### config.mk
export PLATFORM = sky130hd
export DESIGN_NAME = id_stage
export DESIGN_NICKNAME = d
export VERILOG_FILES = /design/src/logic/id_pkg.sv /design/src/logic/id_decoder.sv /design/src/logic/id_regfile.sv /design/src/logic/id_operand_bypass.sv /design/src/logic/id_branch_unit.sv /design/src/logic/id_stage.sv
export SDC_FILE = /design/constraint.sdc
export NUM_CORES = 2
export LEC_CHECK = 0
export BUFFER_PORTS_ARGS = -buffer_cell sky130_fd_sc_hd__buf_4
export CAP_MARGIN = 30
export CORE_ASPECT_RATIO = 0.5
export CORE_MARGIN = 2
export CORE_UTILIZATION = 40
export DETAILED_ROUTE_END_ITERATION = 10
export GPL_TIMING_DRIVEN = 0
export SLEW_MARGIN = 20
export SYNTH_ARGS = -nofsm -noshare
export SYNTH_HDL_FRONTEND = slang
export SYNTH_SLANG_ARGS = --single-unit
### constraint.sdc
create_clock -name i_clk -period 9.3 [get_ports i_clk]
set_input_delay 1.86 -clock i_clk [delete_from_list [all_inputs] [get_ports i_clk]]
set_output_delay 1.86 -clock i_clk [all_outputs]
set_load 0.03 [all_outputs]
### src/logic/id_pkg.sv
// Decode stage shared definitions
`default_nettype none

package id_pkg;

  localparam int XLEN        = 64;
  localparam int INST_WD     = 32;
  localparam int REG_ADDR_WD = 5;
  localparam int REG_NUM     = 32;

  // rv64i major opcodes kept by this stage
  typedef enum logic [6:0] {
    OPC_LUI       = 7'b0110111,
    OPC_AUIPC     = 7'b0010111,
    OPC_JAL       = 7'b1101111,
    OPC_JALR      = 7'b1100111,
    OPC_BRANCH    = 7'b1100011,
    OPC_LOAD      = 7'b0000011,
    OPC_STORE     = 7'b0100011,
    OPC_OP_IMM    = 7'b0010011,
    OPC_OP        = 7'b0110011,
    OPC_OP_IMM_32 = 7'b0011011,
    OPC_OP_32     = 7'b0111011
  } opcode_e;

  typedef enum logic [4:0] {
    ALU_ADD,
    ALU_SUB,
    ALU_SLL,
    ALU_SLT,
    ALU_SLTU,
    ALU_XOR,
    ALU_SRL,
    ALU_SRA,
    ALU_OR,
    ALU_AND,
    ALU_PASS_B  // lui
  } alu_op_e;

  typedef enum logic [2:0] {
    BR_NONE, BR_EQ, BR_NE, BR_LT, BR_GE, BR_LTU, BR_GEU, BR_JUMP
  } br_func_e;

  // same encoding as funct3 of loads and stores
  typedef enum logic [2:0] {
    MEM_B  = 3'b000,
    MEM_H  = 3'b001,
    MEM_W  = 3'b010,
    MEM_D  = 3'b011,
    MEM_BU = 3'b100,
    MEM_HU = 3'b101,
    MEM_WU = 3'b110
  } mem_op_e;

  typedef enum logic {SRC1_RS1, SRC1_PC} src1_sel_e;

  typedef enum logic [1:0] {SRC2_RS2, SRC2_IMM, SRC2_FOUR} src2_sel_e;

endpackage

`default_nettype wire

### src/logic/id_decoder.sv
// Instruction decoder
`timescale 1ns/1ps
`default_nettype none

module id_decoder
  import id_pkg::*;
(
  input  logic [INST_WD-1:0]     i_inst,
  output logic [REG_ADDR_WD-1:0] o_rs1,
  output logic [REG_ADDR_WD-1:0] o_rs2,
  output logic [REG_ADDR_WD-1:0] o_rd,
  output logic [XLEN-1:0]        o_imm,
  output alu_op_e                o_alu_op,
  output src1_sel_e              o_src1_sel,
  output src2_sel_e              o_src2_sel,
  output logic                   o_word_sel,
  output br_func_e               o_br_func,
  output logic                   o_gpr_wen,
  output logic                   o_mem_ren,
  output logic                   o_mem_wen,
  output mem_op_e                o_mem_op,
  output logic                   o_load_sel,
  output logic                   o_invalid_inst
);

  opcode_e         opcode;
  logic [2:0]      funct3;
  logic [6:0]      funct7;
  logic [6:0]      shift_f;
  logic            is_reg;
  logic            is_word;
  alu_op_e         arith_op;
  logic            arith_ok;
  logic [XLEN-1:0] imm_i, imm_s, imm_b, imm_u, imm_j;

  assign opcode = opcode_e'(i_inst[6:0]);
  assign funct3 = i_inst[14:12];
  assign funct7 = i_inst[31:25];
  assign o_rd   = i_inst[11:7];
  assign o_rs1  = i_inst[19:15];
  assign o_rs2  = i_inst[24:20];

  assign imm_i = {{(XLEN-12){i_inst[31]}}, i_inst[31:20]};
  assign imm_s = {{(XLEN-12){i_inst[31]}}, i_inst[31:25], i_inst[11:7]};
  assign imm_b = {{(XLEN-13){i_inst[31]}}, i_inst[31], i_inst[7], i_inst[30:25],
                  i_inst[11:8], 1'b0};
  assign imm_u = {{(XLEN-32){i_inst[31]}}, i_inst[31:12], 12'b0};
  assign imm_j = {{(XLEN-21){i_inst[31]}}, i_inst[31], i_inst[19:12], i_inst[20],
                  i_inst[30:21], 1'b0};

  assign is_reg  = (opcode == OPC_OP) || (opcode == OPC_OP_32);
  assign is_word = (opcode == OPC_OP_IMM_32) || (opcode == OPC_OP_32);
  // 64-bit shift immediates carry a 6-bit shamt, so only funct6 is fixed
  assign shift_f = (is_reg || is_word) ? funct7 : {i_inst[31:26], 1'b0};

  // op and legality for the OP / OP-IMM families
  always_comb begin
    arith_ok = 1'b1;
    case (funct3)
      3'b000:  arith_op = (is_reg && funct7[5]) ? ALU_SUB : ALU_ADD;
      3'b001:  arith_op = ALU_SLL;
      3'b010:  arith_op = ALU_SLT;
      3'b011:  arith_op = ALU_SLTU;
      3'b100:  arith_op = ALU_XOR;
      3'b101:  arith_op = funct7[5] ? ALU_SRA : ALU_SRL;
      3'b110:  arith_op = ALU_OR;
      default: arith_op = ALU_AND;
    endcase
    if (is_reg) begin
      arith_ok = (funct7 == 7'b0) ||
                 ((funct7 == 7'b0100000) && (funct3 == 3'b000 || funct3 == 3'b101));
    end
    if (funct3 == 3'b001 && shift_f != 7'b0) arith_ok = 1'b0;
    if (funct3 == 3'b101 && shift_f != 7'b0 && shift_f != 7'b0100000) arith_ok = 1'b0;
    if (is_word && funct3 != 3'b000 && funct3 != 3'b001 && funct3 != 3'b101) begin
      arith_ok = 1'b0;  // no slt/logic ops in the w forms
    end
  end

  always_comb begin
    o_imm          = imm_i;
    o_alu_op       = ALU_ADD;
    o_src1_sel     = SRC1_RS1;
    o_src2_sel     = SRC2_IMM;
    o_word_sel     = 1'b0;
    o_br_func      = BR_NONE;
    o_gpr_wen      = 1'b0;
    o_mem_ren      = 1'b0;
    o_mem_wen      = 1'b0;
    o_mem_op       = mem_op_e'(funct3);
    o_load_sel     = 1'b0;
    o_invalid_inst = 1'b0;
    case (opcode)
      OPC_LUI: begin
        o_imm     = imm_u;
        o_alu_op  = ALU_PASS_B;
        o_gpr_wen = 1'b1;
      end
      OPC_AUIPC: begin
        o_imm      = imm_u;
        o_src1_sel = SRC1_PC;
        o_gpr_wen  = 1'b1;
      end
      OPC_JAL, OPC_JALR: begin
        o_imm          = (opcode == OPC_JAL) ? imm_j : imm_i;
        o_src1_sel     = SRC1_PC;  // link = pc + 4
        o_src2_sel     = SRC2_FOUR;
        o_br_func      = BR_JUMP;
        o_gpr_wen      = 1'b1;
        o_invalid_inst = (opcode == OPC_JALR) && (funct3 != 3'b000);
      end
      OPC_BRANCH: begin
        o_imm = imm_b;
        case (funct3)
          3'b000:  o_br_func = BR_EQ;
          3'b001:  o_br_func = BR_NE;
          3'b100:  o_br_func = BR_LT;
          3'b101:  o_br_func = BR_GE;
          3'b110:  o_br_func = BR_LTU;
          3'b111:  o_br_func = BR_GEU;
          default: o_invalid_inst = 1'b1;
        endcase
      end
      OPC_LOAD: begin
        o_mem_ren      = 1'b1;
        o_load_sel     = 1'b1;
        o_gpr_wen      = 1'b1;
        o_invalid_inst = (funct3 == 3'b111);
      end
      OPC_STORE: begin
        o_imm          = imm_s;
        o_mem_wen      = 1'b1;
        o_invalid_inst = funct3[2];  // sb/sh/sw/sd only
      end
      OPC_OP_IMM, OPC_OP_IMM_32, OPC_OP, OPC_OP_32: begin
        o_alu_op       = arith_op;
        o_src2_sel     = is_reg ? SRC2_RS2 : SRC2_IMM;
        o_word_sel     = is_word;
        o_gpr_wen      = 1'b1;
        o_invalid_inst = !arith_ok;
      end
      default: o_invalid_inst = 1'b1;
    endcase
    if (o_invalid_inst) begin
      o_gpr_wen  = 1'b0;
      o_mem_ren  = 1'b0;
      o_mem_wen  = 1'b0;
      o_load_sel = 1'b0;
      o_br_func  = BR_NONE;
    end
  end

endmodule

`default_nettype wire

### src/logic/id_regfile.sv
// General register file
`timescale 1ns/1ps
`default_nettype none

module id_regfile
  import id_pkg::*;
(
  input  logic                   i_clk,
  input  logic [REG_ADDR_WD-1:0] i_raddr1,
  input  logic [REG_ADDR_WD-1:0] i_raddr2,
  input  logic                   i_wen,
  input  logic [REG_ADDR_WD-1:0] i_waddr,
  input  logic [XLEN-1:0]        i_wdata,
  output logic [XLEN-1:0]        o_rdata1,
  output logic [XLEN-1:0]        o_rdata2
);

  // x0 has no storage
  logic [XLEN-1:0] regs [1:REG_NUM-1];

  always_ff @(posedge i_clk) begin
    if (i_wen && (i_waddr != '0)) begin
      regs[i_waddr] <= i_wdata;
    end
  end

  // wb bypass covers a read in the write cycle
  assign o_rdata1 = (i_raddr1 == '0) ? '0 : regs[i_raddr1];
  assign o_rdata2 = (i_raddr2 == '0) ? '0 : regs[i_raddr2];

endmodule

`default_nettype wire

### src/logic/id_operand_bypass.sv
// Operand bypass and load-use detect
`timescale 1ns/1ps
`default_nettype none

module id_operand_bypass
  import id_pkg::*;
(
  input  logic [REG_ADDR_WD-1:0] i_rs1,
  input  logic [REG_ADDR_WD-1:0] i_rs2,
  input  logic [XLEN-1:0]        i_rf_rdata1,
  input  logic [XLEN-1:0]        i_rf_rdata2,
  input  logic [REG_ADDR_WD-1:0] i_es_rd,
  input  logic [XLEN-1:0]        i_es_result,
  input  logic [REG_ADDR_WD-1:0] i_ms_rd,
  input  logic [XLEN-1:0]        i_ms_result,
  input  logic [REG_ADDR_WD-1:0] i_ws_rd,
  input  logic [XLEN-1:0]        i_ws_result,
  input  logic                   i_es_load_sel,
  output logic [XLEN-1:0]        o_rs1_data,
  output logic [XLEN-1:0]        o_rs2_data,
  output logic                   o_load_stall
);

  // youngest producer wins so es beats ms beats ws
  function automatic logic [XLEN-1:0] pick(
    input logic [REG_ADDR_WD-1:0] rs,
    input logic [XLEN-1:0]        rf_data,
    input logic [REG_ADDR_WD-1:0] es_rd,
    input logic [XLEN-1:0]        es_res,
    input logic [REG_ADDR_WD-1:0] ms_rd,
    input logic [XLEN-1:0]        ms_res,
    input logic [REG_ADDR_WD-1:0] ws_rd,
    input logic [XLEN-1:0]        ws_res
  );
    if (es_rd != '0 && rs == es_rd) return es_res;
    if (ms_rd != '0 && rs == ms_rd) return ms_res;
    if (ws_rd != '0 && rs == ws_rd) return ws_res;
    return rf_data;
  endfunction

  assign o_rs1_data = pick(i_rs1, i_rf_rdata1, i_es_rd, i_es_result,
                           i_ms_rd, i_ms_result, i_ws_rd, i_ws_result);
  assign o_rs2_data = pick(i_rs2, i_rf_rdata2, i_es_rd, i_es_result,
                           i_ms_rd, i_ms_result, i_ws_rd, i_ws_result);

  // load data only exists once the load reaches mem
  assign o_load_stall = i_es_load_sel && ((i_es_rd == i_rs1) || (i_es_rd == i_rs2));

endmodule

`default_nettype wire

### src/logic/id_branch_unit.sv
// Branch and jump resolution
`timescale 1ns/1ps
`default_nettype none

module id_branch_unit
  import id_pkg::*;
(
  input  br_func_e        i_br_func,
  input  logic            i_is_jalr,
  input  logic [XLEN-1:0] i_rs1_data,
  input  logic [XLEN-1:0] i_rs2_data,
  input  logic [XLEN-1:0] i_pc,
  input  logic [XLEN-1:0] i_imm,
  output logic            o_br_taken,
  output logic [XLEN-1:0] o_br_target
);

  logic            eq;
  logic            lt_s;
  logic            lt_u;
  logic [XLEN-1:0] jalr_sum;

  assign eq   = (i_rs1_data == i_rs2_data);
  assign lt_s = ($signed(i_rs1_data) < $signed(i_rs2_data));
  assign lt_u = (i_rs1_data < i_rs2_data);

  always_comb begin
    case (i_br_func)
      BR_EQ:   o_br_taken = eq;
      BR_NE:   o_br_taken = !eq;
      BR_LT:   o_br_taken = lt_s;
      BR_GE:   o_br_taken = !lt_s;
      BR_LTU:  o_br_taken = lt_u;
      BR_GEU:  o_br_taken = !lt_u;
      BR_JUMP: o_br_taken = 1'b1;
      default: o_br_taken = 1'b0;
    endcase
  end

  assign jalr_sum = i_rs1_data + i_imm;

  // jalr drops bit 0
  assign o_br_target = i_is_jalr ? {jalr_sum[XLEN-1:1], 1'b0} : (i_pc + i_imm);

endmodule

`default_nettype wire

### src/logic/id_stage.sv
// Instruction decode stage
`timescale 1ns/1ps
`default_nettype none

module id_stage
  import id_pkg::*;
(
  input  logic                   i_clk,
  input  logic                   i_arst_n,
  // fetch
  input  logic                   i_fs_to_ds_valid,
  input  logic [INST_WD-1:0]     i_fs_inst,
  input  logic [XLEN-1:0]        i_fs_pc,
  output logic                   o_ds_allowin,
  // execute
  input  logic                   i_es_allowin,
  output logic                   o_ds_to_es_valid,
  output logic [XLEN-1:0]        o_rs1_data,
  output logic [XLEN-1:0]        o_rs2_data,
  output logic [XLEN-1:0]        o_imm,
  output logic [XLEN-1:0]        o_pc,
  output alu_op_e                o_alu_op,
  output src1_sel_e              o_src1_sel,
  output src2_sel_e              o_src2_sel,
  output logic                   o_word_sel,
  output logic [REG_ADDR_WD-1:0] o_rd,
  output logic                   o_gpr_wen,
  output logic                   o_mem_ren,
  output logic                   o_mem_wen,
  output mem_op_e                o_mem_op,
  output logic                   o_load_sel,
  output logic                   o_invalid_inst,
  // write-back to rf
  input  logic                   i_ws_gpr_wen,
  input  logic [REG_ADDR_WD-1:0] i_ws_gpr_waddr,
  input  logic [XLEN-1:0]        i_ws_gpr_wdata,
  // bypass
  input  logic [REG_ADDR_WD-1:0] i_es_rd,
  input  logic [XLEN-1:0]        i_es_result,
  input  logic [REG_ADDR_WD-1:0] i_ms_rd,
  input  logic [XLEN-1:0]        i_ms_result,
  input  logic [REG_ADDR_WD-1:0] i_ws_rd,
  input  logic [XLEN-1:0]        i_ws_result,
  input  logic                   i_es_load_sel,
  // redirect to fetch
  output logic                   o_br_taken,
  output logic [XLEN-1:0]        o_br_target,
  output logic                   o_br_stall
);

  logic                   ds_valid;
  logic                   ready_go;
  logic                   load_stall;
  logic [INST_WD-1:0]     ds_inst;
  logic [XLEN-1:0]        ds_pc_r;
  logic [REG_ADDR_WD-1:0] rs1, rs2;
  logic [XLEN-1:0]        rf_rdata1, rf_rdata2;
  br_func_e               br_func;
  logic                   br_taken_raw;

  assign ready_go         = !load_stall;
  assign o_ds_allowin     = !ds_valid || (ready_go && i_es_allowin);
  assign o_ds_to_es_valid = ds_valid && ready_go;

  always_ff @(posedge i_clk or negedge i_arst_n) begin
    if (!i_arst_n) begin
      ds_valid <= 1'b0;
    end else if (o_ds_allowin) begin
      ds_valid <= i_fs_to_ds_valid;
    end
  end

  always_ff @(posedge i_clk) begin
    if (i_fs_to_ds_valid && o_ds_allowin) begin
      ds_inst <= i_fs_inst;
      ds_pc_r <= i_fs_pc;
    end
  end

  assign o_pc = ds_pc_r;

  id_decoder u_decoder (
    .i_inst         (ds_inst),
    .o_rs1          (rs1),
    .o_rs2          (rs2),
    .o_rd           (o_rd),
    .o_imm          (o_imm),
    .o_alu_op       (o_alu_op),
    .o_src1_sel     (o_src1_sel),
    .o_src2_sel     (o_src2_sel),
    .o_word_sel     (o_word_sel),
    .o_br_func      (br_func),
    .o_gpr_wen      (o_gpr_wen),
    .o_mem_ren      (o_mem_ren),
    .o_mem_wen      (o_mem_wen),
    .o_mem_op       (o_mem_op),
    .o_load_sel     (o_load_sel),
    .o_invalid_inst (o_invalid_inst)
  );

  id_regfile u_regfile (
    .i_clk    (i_clk),
    .i_raddr1 (rs1),
    .i_raddr2 (rs2),
    .i_wen    (i_ws_gpr_wen),
    .i_waddr  (i_ws_gpr_waddr),
    .i_wdata  (i_ws_gpr_wdata),
    .o_rdata1 (rf_rdata1),
    .o_rdata2 (rf_rdata2)
  );

  id_operand_bypass u_bypass (
    .i_rs1         (rs1),
    .i_rs2         (rs2),
    .i_rf_rdata1   (rf_rdata1),
    .i_rf_rdata2   (rf_rdata2),
    .i_es_rd       (i_es_rd),
    .i_es_result   (i_es_result),
    .i_ms_rd       (i_ms_rd),
    .i_ms_result   (i_ms_result),
    .i_ws_rd       (i_ws_rd),
    .i_ws_result   (i_ws_result),
    .i_es_load_sel (i_es_load_sel),
    .o_rs1_data    (o_rs1_data),
    .o_rs2_data    (o_rs2_data),
    .o_load_stall  (load_stall)
  );

  id_branch_unit u_branch (
    .i_br_func   (br_func),
    .i_is_jalr   (ds_inst[6:0] == OPC_JALR),
    .i_rs1_data  (o_rs1_data),
    .i_rs2_data  (o_rs2_data),
    .i_pc        (ds_pc_r),
    .i_imm       (o_imm),
    .o_br_taken  (br_taken_raw),
    .o_br_target (o_br_target)
  );

  assign o_br_taken = ds_valid && br_taken_raw;
  assign o_br_stall = o_br_taken && load_stall;  // operands still in flight

endmodule

`default_nettype wire

==> results.md <==
* Status: finished with violations
* Failing checks: negative setup slack
* Unrepaired setup endpoints after global routing: yes
* Clock Latency Late Sink at 0.86 ns
* Vias/cell at 6.53
* Unique masters post-synth at 88
* Total Routed Length at 465000 um
* Largest net degree at the start of global routing at 50
* Seq/Total Area, Yosys at 57.8%
* Max FO, Critical Path at 6
* Mapped Area at 108000 sq um
* Top FF cell, synth: edfxtp_1
* Final Cycle Share at 102%
* Root Buffer: clkbuf_16
* VDD IR-drop max at 0.155 mV
* First-pass GRT wire length at 611000 um
* Max Cap Viol at 0
* Final setup vio count at 2
* Switching Share at 32.6%
* Cell accounting for the most synthesized area: edfxtp_1
* Startpoint Class: flop
* Vert. Die Dim at 372 um
* Nets@finish at 8464
* RePlAce Congestion at 0.995
* Reg clk slew, reported paths at 0.06 ns
* Total gr overflow at 0
* Fmax at 0.106 GHz
* Flops & latches, synth at 2091
* Register area at 62700 sq um
* P_sw at 8790 uW
* Pint at 18200 uW
* Hold depth at 2
* DP Area at 124000 sq um
* TritonCTS clock tree: built
* DRT antenna net count at 0
* Num CTS Buffers at 203
* Top-count cell post-synth: edfxtp_1
* Flop pwr share at 39.2%
* Port Buf Inserts at 720
* Slew HR at 22.6%
* Crit Path Class: flop to primary output
* Syn Inst Count at 6512
* Initial antenna violation count at 52
* Post-synth ARST share at 0.0478%
* Ranking of synthesized cells by area: edfxtp_1, mux4_2, mux2i_1
* Yosys top cell area share at 57.6%
* Via count at 76500
* Synth top cells by count: edfxtp_1, mux4_2, a21oi_1
* Die extent in x at 740 um
* CTS sink cnt at 2091
* CORE AREA at 270000 sq um
* DR DRC count at 0
* Critical path arrival at 7.61 ns
* Hold WC Path Type: flop to flop
* Area Growth Syn to Fin at 24.3%
* Pleak at 0.0464 uW
* YS warnings at 0
* Combinational group share of total power at 29.8%
* Pwr dens at 200 nW/um^2
* CTS Buffer Depth at 4
* Fill cells at 22400
* Hold buffer count at cts at 0
* CTS H-tree depth at 4
* Final Critical Period at 9.47 ns
* Post-detail-place hpwl at 354000 um
* Syn_nets at 7081
* Initial core utilization at 40.1%
* I/O pin cnt at 724
* Final Max Tran Viols at 0
* Clk network pwr share at 31.0%
* Fin area at 135000 sq um
* Cell Rows at 135
* Starting DRT DRC Count at 12600
* Avg WL per Cell at 39.7 um
* Total GRT Usage at 32.7%
* Total power at 27000 uW
* Vias in the first global route at 72500
* Area occupied by multi-input gates at 45000 sq um
* Fin worst setup slack at -0.169 ns
* Fin. Hold Viols at 0
* R2R depth at 12
* Post-synth EDFFs at 2080
* Final setup skew at 0.0613 ns
* Avg Cell Area, Syn at 16.7 sq um
* Layout cells sized above 1 at 40.8%
* DRT Pass-1 Iters at 7
* Slew of the pin with the lowest slew margin at 1.13 ns
* Die ar. at 276000 sq um
* Worst Path Required at 7.44 ns
* Crit end category: primary output
[flip-flops by register name, indices dropped and copies added, names as in the netlist, named ones only]
| name | count |
|---|---|
| u_regfile.regs | 1984 |
| ds_inst | 32 |
| o_pc | 64 |
| ds_valid | 1 |
[worst paths after layout]
path | slack [ns] | to | from
setup / recovery | -0.17 | o_br_stall | flop
hold / removal | 0.69 | ds_valid$_DFFE_PN0N_ | ds_valid$_DFFE_PN0N_
setup reg to reg | 6.01 | o_pc[55]$_DFFE_PP_ | ds_inst[23]$_DFFE_PP_
hold reg to reg | 0.69 | ds_valid$_DFFE_PN0N_ | ds_valid$_DFFE_PN0N_
max in group asynchronous | 8.39 | ds_valid$_DFFE_PN0N_ | i_arst_n
min in group asynchronous | 0.80 | ds_valid$_DFFE_PN0N_ | i_arst_n
[placed cells by master (no fill, tap or decap), drive strengths merged, types with 49 or more instances in the layout]
master	netlist	final
mux4	1150	1150
clkbuf	320	516
edfxtp	2080	2080
nand4	49	49
buf	194	1412
inv	99	108
ha	189	189
xor2	55	55
nand2	296	296
o211ai	137	137
nor2	389	389
xnor2	89	89
a21oi	390	390
o21ai	247	247
mux2i	260	260
clkinv	0	93
a21o	148	148
[power groups by stage]
stage | clock (uW) | sequential [uW] | combinational (uW)
after CTS | 8360 | 10600 | 7470
after global routing | 8700 | 10600 | 8280
final | 8350 | 10600 | 8030
after global placement | 0 | 10800 | 6920
after floorplan | 0 | 10800 | 3950
after detailed placement | 0 | 10800 | 7120
[cell type report]
type	instances	share of cell area, %
Clock inverter	125	0.799
Clock buffer	238	3.93
Buffer	490	3.04
Timing Repair Buffer	1202	8.63
Sequential cell	2091	46.5
Multi-Input combinational cell	3808	33.4
Inverter	99	0.281
Antenna cell	29	0.0538
Tap cell	3630	3.37
[metrics by stage]
stage | TNS (ns) | hold WS, ns | setup slack (ns) | util, % | instances
3_3_place_gp | -4974.48 | 0.631 | -6.19 | 43.8 | 10900
3_5_place_dp | -64.16 | 0.667 | -2.42 | 45.8 | 11200
4_1_cts | -0.599 | 0.690 | -0.149 | 49.0 | 11600
5_1_grt | -0.332 | 0.733 | -0.141 | 49.9 | 11700
2_1_floorplan | 0 | 0.672 | 0.343 | - | 6512
6_report | -0.313 | 0.686 | -0.169 | 49.9 | 11700
[critical path: stages, from the launching register on]
cell       delay [ns]
dfxtp_2          0.32
buf_6            0.10
buf_12           0.16
clkbuf_16        0.19
buf_6            0.16
buf_4            0.15
clkbuf_16        0.14
buf_4            0.10
mux4_2           0.47
mux4_2           0.54
mux2i_2          0.86
o211ai_1         0.53
o21ai_0          0.24
nor2_1           0.06
a21o_1           0.21
inv_1            0.07
ha_1             0.26
nand3_1          0.14
a2bb2oi_4        0.23
a311o_1          0.36
nand4_1          0.16
buf_6            0.17
o31ai_4          0.21
a221oi_4         0.11
o311a_1          0.41
nor2b_1          0.15
buf_4            0.16
[per-layer routing]
metal | up-vias | GRT usage [%] | wire (um)
li1 | 29800 | - | -
met5 | - | 1.05 | 1320
met3 | 952 | 14.1 | 71700
met2 | 5817 | 48.0 | 200000
met4 | 44 | 12.2 | 20100
met1 | 39900 | 43.2 | 172000
[logic make-up (layout without fill, tap and decap cells)]
family,after synthesis,after routing,synth area share (%)
xor+xnor,144,144,1.16
other cells,1,30,0.00346
simple gates,956,956,3.93
mux,1414,1414,26.3
compound gates,1102,1102,6.25
buf+inv,613,2154,2.34
fa+ha+maj,191,191,2.22
flops,2091,2091,57.8
[timing repair]
action	CTS	global route
gates resized for setup	658	353
pin swaps	30	72
buffers inserted	19	130
endpoints found under the setup margin	61	34
gates cloned	1	7
(Power assumes the default switching activity.)
